==> src/common/dcache_config.svh <==
`ifndef DCACHE_CONFIG_SVH
`define DCACHE_CONFIG_SVH

// Cache geometry
`define CACHE_SETS 4
`define CACHE_WAYS 4
`define LINE_BYTES 16

// Physical address layout
// Tag is bits 14:7, index 6:5, offset 3:0, bit 4 unused
`define PADDR_W 15
`define TAG_W 8

// Access queue size and credit pools
`define AQ_DEPTH 4
`define AQ_CREDITS 1
`define OUT_CREDITS 2

`endif

==> src/common/dcache_pkg.sv <==
`include "dcache_config.svh"

package dcache_pkg;

  // Access size in bytes
  typedef enum logic [1:0] {
    SIZE_1 = 2'd0,
    SIZE_2 = 2'd1,
    SIZE_4 = 2'd2,
    SIZE_8 = 2'd3
  } size_e;

  // One cache line, by byte or by 64-bit half
  typedef union packed {
    logic [`LINE_BYTES-1:0][7:0] bytes;
    logic [1:0][63:0]            halves;
  } line_u;

  typedef struct packed {
    logic                     is_write;
    logic [`PADDR_W-1:0]      paddr;
    logic [`LINE_BYTES*8-1:0] data;
    logic [`LINE_BYTES-1:0]   mask;
    size_e                    size;
    logic [6:0]               tag_id;
  } req_t;

  // Bank to aligner
  typedef struct packed {
    line_u      line;
    logic [3:0] offset;
    size_e      size;
    logic [6:0] tag_id;
  } hit_t;

  typedef struct packed {
    logic [63:0] value;
    logic [6:0]  tag_id;
  } result_t;

  typedef struct packed {
    logic [`PADDR_W-1:0] paddr;
  } fill_req_t;

  typedef struct packed {
    logic [`LINE_BYTES*8-1:0] line;
  } fill_rsp_t;

  // Write-through record for every store
  typedef struct packed {
    logic [`PADDR_W-1:0]      paddr;
    logic [`LINE_BYTES*8-1:0] data;
    logic [`LINE_BYTES-1:0]   mask;
  } wt_t;

endpackage

==> src/access_queue/access_queue.sv <==
`timescale 1ns/10ps
`include "dcache_config.svh"

module access_queue #(
  parameter int DEPTH = 4
) (
  input  logic             clk,
  input  logic             reset,
  input  logic             in_valid,
  input  dcache_pkg::req_t in_req,
  output logic             in_ready,
  output logic             aq_valid,
  output dcache_pkg::req_t aq_req,
  input  logic             bank_credit
);

  localparam int PTR_W  = (DEPTH > 1) ? $clog2(DEPTH) : 1;
  localparam int CNT_W  = $clog2(DEPTH + 1);
  localparam int CRED_W = $clog2(`AQ_CREDITS + 1);

  dcache_pkg::req_t  entries [DEPTH];
  logic [PTR_W-1:0]  wr_ptr;
  logic [PTR_W-1:0]  rd_ptr;
  logic [CNT_W-1:0]  count;
  logic [CRED_W-1:0] credits;
  logic              push;

  assign in_ready = (count != CNT_W'(DEPTH));
  assign push     = in_valid && in_ready;

  // Head goes out whenever the bank has room for it
  assign aq_valid = (count != '0) && (credits != '0);
  assign aq_req   = entries[rd_ptr];

  always_ff @(posedge clk) begin
    if (push) begin
      entries[wr_ptr] <= in_req;
    end
  end

  always_ff @(posedge clk) begin
    if (reset) begin
      wr_ptr  <= '0;
      rd_ptr  <= '0;
      count   <= '0;
      credits <= CRED_W'(`AQ_CREDITS);
    end else begin
      if (push) begin
        wr_ptr <= (wr_ptr == PTR_W'(DEPTH - 1)) ? '0 : wr_ptr + 1'b1;
      end
      if (aq_valid) begin
        rd_ptr <= (rd_ptr == PTR_W'(DEPTH - 1)) ? '0 : rd_ptr + 1'b1;
      end
      count   <= count + CNT_W'(push) - CNT_W'(aq_valid);
      // One credit per issue, returned when the bank is done
      credits <= credits + CRED_W'(bank_credit) - CRED_W'(aq_valid);
    end
  end

endmodule

==> src/cache_bank/tag_array.sv <==
`timescale 1ns/10ps
`include "dcache_config.svh"

module tag_array (
  input  logic                             clk,
  input  logic                             reset,
  input  logic [$clog2(`CACHE_SETS)-1:0]   index,
  input  logic [`TAG_W-1:0]                tag,
  input  logic                             lookup,
  output logic                             hit,
  output logic [$clog2(`CACHE_WAYS)-1:0]   hit_way,
  input  logic                             replace,
  output logic [$clog2(`CACHE_WAYS)-1:0]   victim_way
);

  localparam int WAYS  = `CACHE_WAYS;
  localparam int WAY_W = $clog2(`CACHE_WAYS);

  logic [`TAG_W-1:0]            tags  [`CACHE_SETS][WAYS];
  logic [WAYS-1:0]              valid [`CACHE_SETS];
  // Entry 0 is least recent, last entry most recent
  logic [WAYS-1:0][WAY_W-1:0]   order [`CACHE_SETS];
  logic [WAYS-1:0][WAY_W-1:0]   new_order;
  logic [WAY_W-1:0]             used_way;
  logic                         touch;

  always_comb begin
    hit        = 1'b0;
    hit_way    = '0;
    victim_way = order[index][0];
    for (int w = WAYS - 1; w >= 0; w--) begin
      if (valid[index][w] && tags[index][w] == tag) begin
        hit     = 1'b1;
        hit_way = WAY_W'(w);
      end
      if (!valid[index][w]) victim_way = WAY_W'(w);
    end
  end

  assign used_way = replace ? victim_way : hit_way;
  assign touch    = replace || (lookup && hit);

  // Remaining ways slide down, used way moves to the top
  always_comb begin
    int j;
    j         = 0;
    new_order = order[index];
    for (int i = 0; i < WAYS; i++) begin
      if (order[index][i] != used_way) begin
        new_order[j] = order[index][i];
        j++;
      end
    end
    new_order[WAYS-1] = used_way;
  end

  always_ff @(posedge clk) begin
    if (replace) tags[index][victim_way] <= tag;
  end

  always_ff @(posedge clk) begin
    if (reset) begin
      for (int s = 0; s < `CACHE_SETS; s++) begin
        valid[s] <= '0;
        for (int w = 0; w < WAYS; w++) order[s][w] <= WAY_W'(w);
      end
    end else begin
      if (replace) valid[index][victim_way] <= 1'b1;
      if (touch) order[index] <= new_order;
    end
  end

endmodule

==> src/cache_bank/cache_bank.sv <==
`timescale 1ns/10ps
`include "dcache_config.svh"

module cache_bank (
  input  logic                  clk,
  input  logic                  reset,
  input  logic                  aq_valid,
  input  dcache_pkg::req_t      aq_req,
  output logic                  bank_credit,
  output logic                  hit_valid,
  output dcache_pkg::hit_t      hit,
  input  logic                  align_credit,
  output logic                  fill_req_valid,
  output dcache_pkg::fill_req_t fill_req,
  input  logic                  fill_rsp_valid,
  input  dcache_pkg::fill_rsp_t fill_rsp,
  output logic                  wt_valid,
  output dcache_pkg::wt_t       wt
);

  localparam int IDX_W  = $clog2(`CACHE_SETS);
  localparam int WAY_W  = $clog2(`CACHE_WAYS);
  localparam int CRED_W = $clog2(`OUT_CREDITS + 1);

  typedef enum logic [1:0] {ST_IDLE, ST_LOOKUP, ST_WAIT_FILL, ST_WAIT_CREDIT} state_e;

  state_e            state;
  dcache_pkg::req_t  req_q;
  logic [CRED_W-1:0] credits;
  dcache_pkg::line_u lines [`CACHE_SETS][`CACHE_WAYS];
  logic [IDX_W-1:0]  index;
  logic [`TAG_W-1:0] tag;
  logic              tag_hit;
  logic [WAY_W-1:0]  hit_way;
  logic [WAY_W-1:0]  victim_way;
  logic              lookup;
  logic              replace;

  assign index   = req_q.paddr[6:5];
  assign tag     = req_q.paddr[`PADDR_W-1 -: `TAG_W];
  assign lookup  = (state == ST_LOOKUP);
  assign replace = (state == ST_WAIT_FILL) && fill_rsp_valid;

  tag_array i_tags (
    .clk       (clk),
    .reset     (reset),
    .index     (index),
    .tag       (tag),
    .lookup    (lookup),
    .hit       (tag_hit),
    .hit_way   (hit_way),
    .replace   (replace),
    .victim_way(victim_way)
  );

  // Load hit leaves only with an aligner credit in hand
  assign hit_valid = (state == ST_LOOKUP || state == ST_WAIT_CREDIT) && !req_q.is_write &&
                     tag_hit && (credits != '0);
  assign wt_valid       = lookup && req_q.is_write;
  assign fill_req_valid = lookup && !req_q.is_write && !tag_hit;
  assign bank_credit    = hit_valid || wt_valid;

  assign hit = '{line: lines[index][hit_way], offset: req_q.paddr[3:0],
                 size: req_q.size, tag_id: req_q.tag_id};
  assign fill_req = '{paddr: {req_q.paddr[`PADDR_W-1:4], 4'b0000}};
  assign wt = '{paddr: req_q.paddr, data: req_q.data, mask: req_q.mask};

  always_ff @(posedge clk) begin
    if (state == ST_IDLE && aq_valid) begin
      req_q <= aq_req;
    end
  end

  always_ff @(posedge clk) begin
    if (reset) begin
      state   <= ST_IDLE;
      credits <= CRED_W'(`OUT_CREDITS);
    end else begin
      credits <= credits + CRED_W'(align_credit) - CRED_W'(hit_valid);
      case (state)
        ST_IDLE: if (aq_valid) state <= ST_LOOKUP;
        ST_LOOKUP: begin
          if (req_q.is_write || hit_valid) state <= ST_IDLE;
          else if (tag_hit) state <= ST_WAIT_CREDIT;
          else state <= ST_WAIT_FILL;
        end
        // Filled line is presented from the next cycle on
        ST_WAIT_FILL: if (fill_rsp_valid) state <= ST_WAIT_CREDIT;
        ST_WAIT_CREDIT: if (hit_valid) state <= ST_IDLE;
        default: state <= ST_IDLE;
      endcase
    end
  end

  // Fill install, or byte merge of a store that hits
  always_ff @(posedge clk) begin
    if (replace) begin
      lines[index][victim_way] <= fill_rsp.line;
    end else if (wt_valid && tag_hit) begin
      for (int b = 0; b < `LINE_BYTES; b++) begin
        if (req_q.mask[b]) begin
          lines[index][hit_way].bytes[b] <= req_q.data[b*8 +: 8];
        end
      end
    end
  end

endmodule

==> src/output_align.sv <==
`timescale 1ns/10ps
`include "dcache_config.svh"

module output_align (
  input  logic                clk,
  input  logic                reset,
  input  logic                hit_valid,
  input  dcache_pkg::hit_t    hit,
  output logic                align_credit,
  output logic                out_valid,
  output dcache_pkg::result_t out_res,
  input  logic                out_credit
);

  // One slot per credit the bank may spend
  localparam int DEPTH = `OUT_CREDITS;
  localparam int PTR_W = (DEPTH > 1) ? $clog2(DEPTH) : 1;
  localparam int CNT_W = $clog2(DEPTH + 1);

  dcache_pkg::result_t res_q [DEPTH];
  logic [PTR_W-1:0]    wr_ptr;
  logic [PTR_W-1:0]    rd_ptr;
  logic [CNT_W-1:0]    count;
  logic [CNT_W-1:0]    credits;
  logic [63:0]         half;
  logic [63:0]         shifted;
  logic [63:0]         value;

  // Half by offset bit 3, then byte shift and zero-extend
  always_comb begin
    half    = hit.line.halves[hit.offset[3]];
    shifted = half >> {hit.offset[2:0], 3'b000};
    case (hit.size)
      dcache_pkg::SIZE_1: value = {56'd0, shifted[7:0]};
      dcache_pkg::SIZE_2: value = {48'd0, shifted[15:0]};
      dcache_pkg::SIZE_4: value = {32'd0, shifted[31:0]};
      default:            value = shifted;
    endcase
  end

  assign out_valid    = (count != '0) && (credits != '0);
  assign out_res      = res_q[rd_ptr];
  assign align_credit = out_valid;

  always_ff @(posedge clk) begin
    if (hit_valid) res_q[wr_ptr] <= '{value: value, tag_id: hit.tag_id};
  end

  always_ff @(posedge clk) begin
    if (reset) begin
      wr_ptr  <= '0;
      rd_ptr  <= '0;
      count   <= '0;
      credits <= CNT_W'(DEPTH);
    end else begin
      if (hit_valid) wr_ptr <= (wr_ptr == PTR_W'(DEPTH - 1)) ? '0 : wr_ptr + 1'b1;
      if (out_valid) rd_ptr <= (rd_ptr == PTR_W'(DEPTH - 1)) ? '0 : rd_ptr + 1'b1;
      count   <= count + CNT_W'(hit_valid) - CNT_W'(out_valid);
      credits <= credits + CNT_W'(out_credit) - CNT_W'(out_valid);
    end
  end

endmodule

==> src/dcache_top.sv <==
`timescale 1ns/10ps
`include "dcache_config.svh"

module dcache_top (
  input  logic                  clk,
  input  logic                  reset,
  input  logic                  in_valid,
  input  dcache_pkg::req_t      in_req,
  output logic                  in_ready,
  output logic                  out_valid,
  output dcache_pkg::result_t   out_res,
  input  logic                  out_credit,
  output logic                  fill_req_valid,
  output dcache_pkg::fill_req_t fill_req,
  input  logic                  fill_rsp_valid,
  input  dcache_pkg::fill_rsp_t fill_rsp,
  output logic                  wt_valid,
  output dcache_pkg::wt_t       wt
);

  logic             aq_valid;
  dcache_pkg::req_t aq_req;
  logic             bank_credit;
  logic             hit_valid;
  dcache_pkg::hit_t hit;
  logic             align_credit;

  access_queue #(.DEPTH(`AQ_DEPTH)) i_queue (
    .clk(clk), .reset(reset),
    .in_valid(in_valid), .in_req(in_req), .in_ready(in_ready),
    .aq_valid(aq_valid), .aq_req(aq_req), .bank_credit(bank_credit)
  );

  cache_bank i_bank (
    .clk(clk), .reset(reset),
    .aq_valid(aq_valid), .aq_req(aq_req), .bank_credit(bank_credit),
    .hit_valid(hit_valid), .hit(hit), .align_credit(align_credit),
    .fill_req_valid(fill_req_valid), .fill_req(fill_req),
    .fill_rsp_valid(fill_rsp_valid), .fill_rsp(fill_rsp),
    .wt_valid(wt_valid), .wt(wt)
  );

  output_align i_align (
    .clk(clk), .reset(reset),
    .hit_valid(hit_valid), .hit(hit), .align_credit(align_credit),
    .out_valid(out_valid), .out_res(out_res), .out_credit(out_credit)
  );

endmodule

==> config.mk <==
export PLATFORM = sky130hd
export DESIGN_NAME = dcache_top
export DESIGN_NICKNAME = d
export VERILOG_FILES = /design/src/common/dcache_pkg.sv /design/src/access_queue/access_queue.sv /design/src/cache_bank/tag_array.sv /design/src/cache_bank/cache_bank.sv /design/src/output_align.sv /design/src/dcache_top.sv
export VERILOG_INCLUDE_DIRS = /design/src /design/src/common
export SDC_FILE = /design/constraint.sdc
export NUM_CORES = 2
export LEC_CHECK = 0
export BUFFER_PORTS_ARGS = -buffer_cell sky130_fd_sc_hd__buf_4
export CAP_MARGIN = 0
export CORE_MARGIN = 5
export CORE_UTILIZATION = 45
export DETAILED_ROUTE_END_ITERATION = 16
export PLACE_DENSITY = 0.58
export SYNTH_ARGS = -nofsm -noshare
export SYNTH_HDL_FRONTEND = slang
export SYNTH_SLANG_ARGS = --single-unit
export TNS_END_PERCENT = 100
==> constraint.sdc <==
create_clock -name clk -period 23.1 [get_ports clk]
set_input_delay 1.155 -clock clk [delete_from_list [all_inputs] [get_ports clk]]
set_output_delay 1.155 -clock clk [all_outputs]
set_load 0.05 [all_outputs]
==> flow_metrics.env <==
export IMPL_outcome="finished clean"
export IMPL_cts_tree="built"
export IMPL_grt_pass1_wl_um=542000
export IMPL_num_vias=69500
export IMPL_grt_max_degree=111
export IMPL_worst_pin_slew_ns=1.40
export IMPL_ys_flop_type="edfxtp_1"
export IMPL_dp_final_hpwl_um=264000
export IMPL_drtAntennaViolNets=0
export IMPL_dr_pass1_iters=7
export IMPL_hold_viol=0
export IMPL_syn2layout_area_growth_pct=13.5
export IMPL_antenna_found_initial=63
export IMPL_die_y_um=552
export IMPL_routedWlPerCell_um=34.1
export IMPL_avgViaCountPerCell=6.11
export IMPL_dieWidth_um=552
export IMPL_rows=199
export IMPL_boundaryPins=551
export IMPL_fin_crit_sh_pct=32.5
export IMPL_synth_edff_count=3211
export IMPL_p_leak_uw=0.0477
export IMPL_postSynthCellCount=6741
export IMPL_post_cts_buffers=0
export IMPL_reg2reg_to="i_align.res_q[0][9]$_DFFE_PP_"
export IMPL_yosysTopAreaCell="edfxtp_1"
export IMPL_netlist_area_sq_mm=0.132
export IMPL_cts_clk_slew_worst_paths_ns=0.06
export IMPL_synth_area_leaders="edfxtp_1 73%, mux4_2 12%, mux2_2 5.1%"
export IMPL_drive_gt1_share_pct=34.3
export IMPL_core_sq_mm=0.293
export IMPL_synth_top_area_share_pct=72.9
export IMPL_startpoint_type="flip-flop"
export IMPL_setup_viol=0
export IMPL_clockBufferDepth=4
export IMPL_hold_slack_ns=0.389
export IMPL_worst_ep_required_time_ns=23.79
export IMPL_cp_max_fo=45
export IMPL_fin_util_pct=51.2
export IMPL_worstHoldPathCells=1
export IMPL_syn_avg_cell_area_sq_um=19.6
export IMPL_fin_setup_tns_ns=0
export IMPL_holdPathEnd="i_queue.entries[2][53]$_DFFE_PP_"
export IMPL_numCtsBuffers=339
export IMPL_worstPathArrival_ns=8.21
export IMPL_r2r_cells=14
export IMPL_r2r_start="i_bank.fill_req[5]$_DFFE_PP_"
export IMPL_min_path_type="input port to flip-flop"
export IMPL_min_from="in_req[53]"
export IMPL_ys_types=93
export IMPL_yosysMostFrequentCell="edfxtp_1"
export IMPL_slew_viol_final=0
export IMPL_worstSetupPathType="flip-flop to flip-flop"
export IMPL_drc_errors=0
export IMPL_period_needed_ns=7.52
export IMPL_cts_resized=0
export IMPL_clk_latency_ns=0.96
export IMPL_power_density_mw_per_mm2=123
export IMPL_initial_core_util_pct=45.1
export IMPL_ys_top_cells_by_count="3211 x edfxtp_1, 717 x mux4_2, 600 x mux2_2"
export IMPL_cap_violations=0
export IMPL_clockRootBuffer="clkbuf_16"
export IMPL_rsz0062_at_grt="no"
export IMPL_worst_r2r_setup_slack_ns=15.58
export IMPL_yosys_warnings=0
export IMPL_cts_max_level=5
export IMPL_dpl_cell_area_sq_mm=0.139
export IMPL_hold_buffers=0
export IMPL_synth_async_reset_ratio_pct=0
export IMPL_vdd_drop_max_uv=131
export IMPL_clock_fmax_ghz=0.133
export IMPL_fin_nets=7494
export IMPL_fin_skew_ns=0.0769
export IMPL_synth_seq_cells=3230
export IMPL_drt_iter0_markers=8172
export IMPL_cts_sinks=3230
export IMPL_relSlewSlack_pct=6.34
export IMPL_n_fill_cell=23500
export IMPL_track_usage_pct=24.9
export IMPL_die_area_sq_mm=0.305
export IMPL_io_buffer_count=546
export IMPL_cp_end_kind="flip-flop"
export IMPL_design_area_sq_mm=0.150
export IMPL_gp_congestion=0.863
export IMPL_wirelength_um=388000
export IMPL_grt_pass1_vias=70100
export IMPL_grt_ovfl_total=0
export IMPL_yosysSeqAreaShare_pct=73.2
-- layer usage --
layer	wire, um	GRT usage (%)	part of all wire (%)	vias to the layer above
met2	175000	37.3	45	3369
met5	232	0	0.060	-
met4	12500	7.30	3.2	32
met3	38000	6.52	9.8	670
li1	-	-	-	28300
met1	162000	36.1	42	37100
-- flip-flops by register name (all words and copies together) (netlist names), 2 cells and up, named ones only --
signal	count
i_queue.entries	676
i_align.count	2
i_queue.rd_ptr	2
i_bank.i_tags.valid	16
i_bank.i_tags.tags	128
i_bank.i_tags.order	32
i_bank.hit	13
i_bank.lines	2048
i_align.res_q	142
i_bank.wt	144
i_align.credits	2
i_queue.count	3
i_bank.fill_req	11
i_bank.credits	2
i_queue.wr_ptr	2
-- final cells by class --
| cell class | instances | area (sq um) | area share, % |
|---|---|---|---|
| clock buffers | 400 | 8730 | 5.82 |
| clock inverters | 204 | 1990 | 1.32 |
| multi-input cells | 2906 | 32400 | 21.6 |
| inverters | 27 | 101 | 0.0675 |
| repair buffers | 670 | 5070 | 3.38 |
| flip-flops and latches | 3230 | 96800 | 64.5 |
| diodes | 24 | 60.1 | 0.0400 |
| well taps | 3919 | 4900 | 3.27 |
-- worst max-delay path by stage --
| stage | start | end | slack [ns] | cells after the start |
|---|---|---|---|---|
| after floorplan | i_queue.count[1]$_SDFF_PP0_ | i_bank.fill_req[10]$_DFFE_PP_ | 10.24 | 2 |
| after global placement | i_bank.fill_req[5]$_DFFE_PP_ | i_align.res_q[0][9]$_DFFE_PP_ | 15.82 | 13 |
| after detailed placement | i_bank.fill_req[5]$_DFFE_PP_ | i_align.res_q[0][9]$_DFFE_PP_ | 15.68 | 13 |
| after CTS | i_bank.fill_req[5]$_DFFE_PP_ | i_align.res_q[1][9]$_DFFE_PP_ | 15.65 | 13 |
| after global routing | i_bank.fill_req[5]$_DFFE_PP_ | i_align.res_q[1][9]$_DFFE_PP_ | 15.20 | 13 |
| final | i_bank.fill_req[5]$_DFFE_PP_ | i_align.res_q[0][9]$_DFFE_PP_ | 15.58 | 14 |
-- cells by family after synthesis --
| family | share of synthesized area (%) |
|---|---|
| adders and majority gates | 0.176 |
| AOI/OAI and AO/OA | 3.16 |
| DFF | 73.2 |
| xor gates and xnor gates | 0.331 |
| and+or+nand+nor | 2.96 |
| other | 0.00284 |
| muxes | 17.7 |
| buffers and inverters | 2.46 |
-- worst max-delay path, stage by stage (launching register included) --
cell and delay (ns):
edfxtp_1 0.32, buf_4 0.64, buf_4 0.86, mux4_2 0.61
xnor2_1 0.16, nand3_1 0.15, a211o_2 0.65, nand2_4 0.44
buf_4 0.48, nor2_2 0.62, a221oi_1 0.33, a221oi_1 1.10
a21oi_1 0.17, a22o_1 0.27, a211oi_1 0.30
-- cells in the final DEF, fill, tap and decap left out, types with 68 or more instances in the layout --
cell type	count
a21oi_1	203
buf_4	666
clkbuf_16	340
clkinv_1	71
clkinv_2	71
edfxtp_1	3211
mux2_2	600
mux4_2	717
nand2_1	187
nor2_1	374
o21ai_0	68
-- per-stage QoR --
stage	power (uW)	setup slack, ns	std cells
final	18400	15.58	11400
after global routing	19000	15.20	11400
after CTS	18500	15.65	11400
after detailed placement	13200	15.68	10700
after global placement	13200	15.82	10700
after floorplan	11100	10.24	6744
-- power breakdown --
group	switching [uW]	internal [uW]	leakage [uW]
Combinational	3590	1900	0.0133
Sequential	608	7010	0.0292
Clock	2300	3000	0.00526
Power figures use the tool's default switching activity.
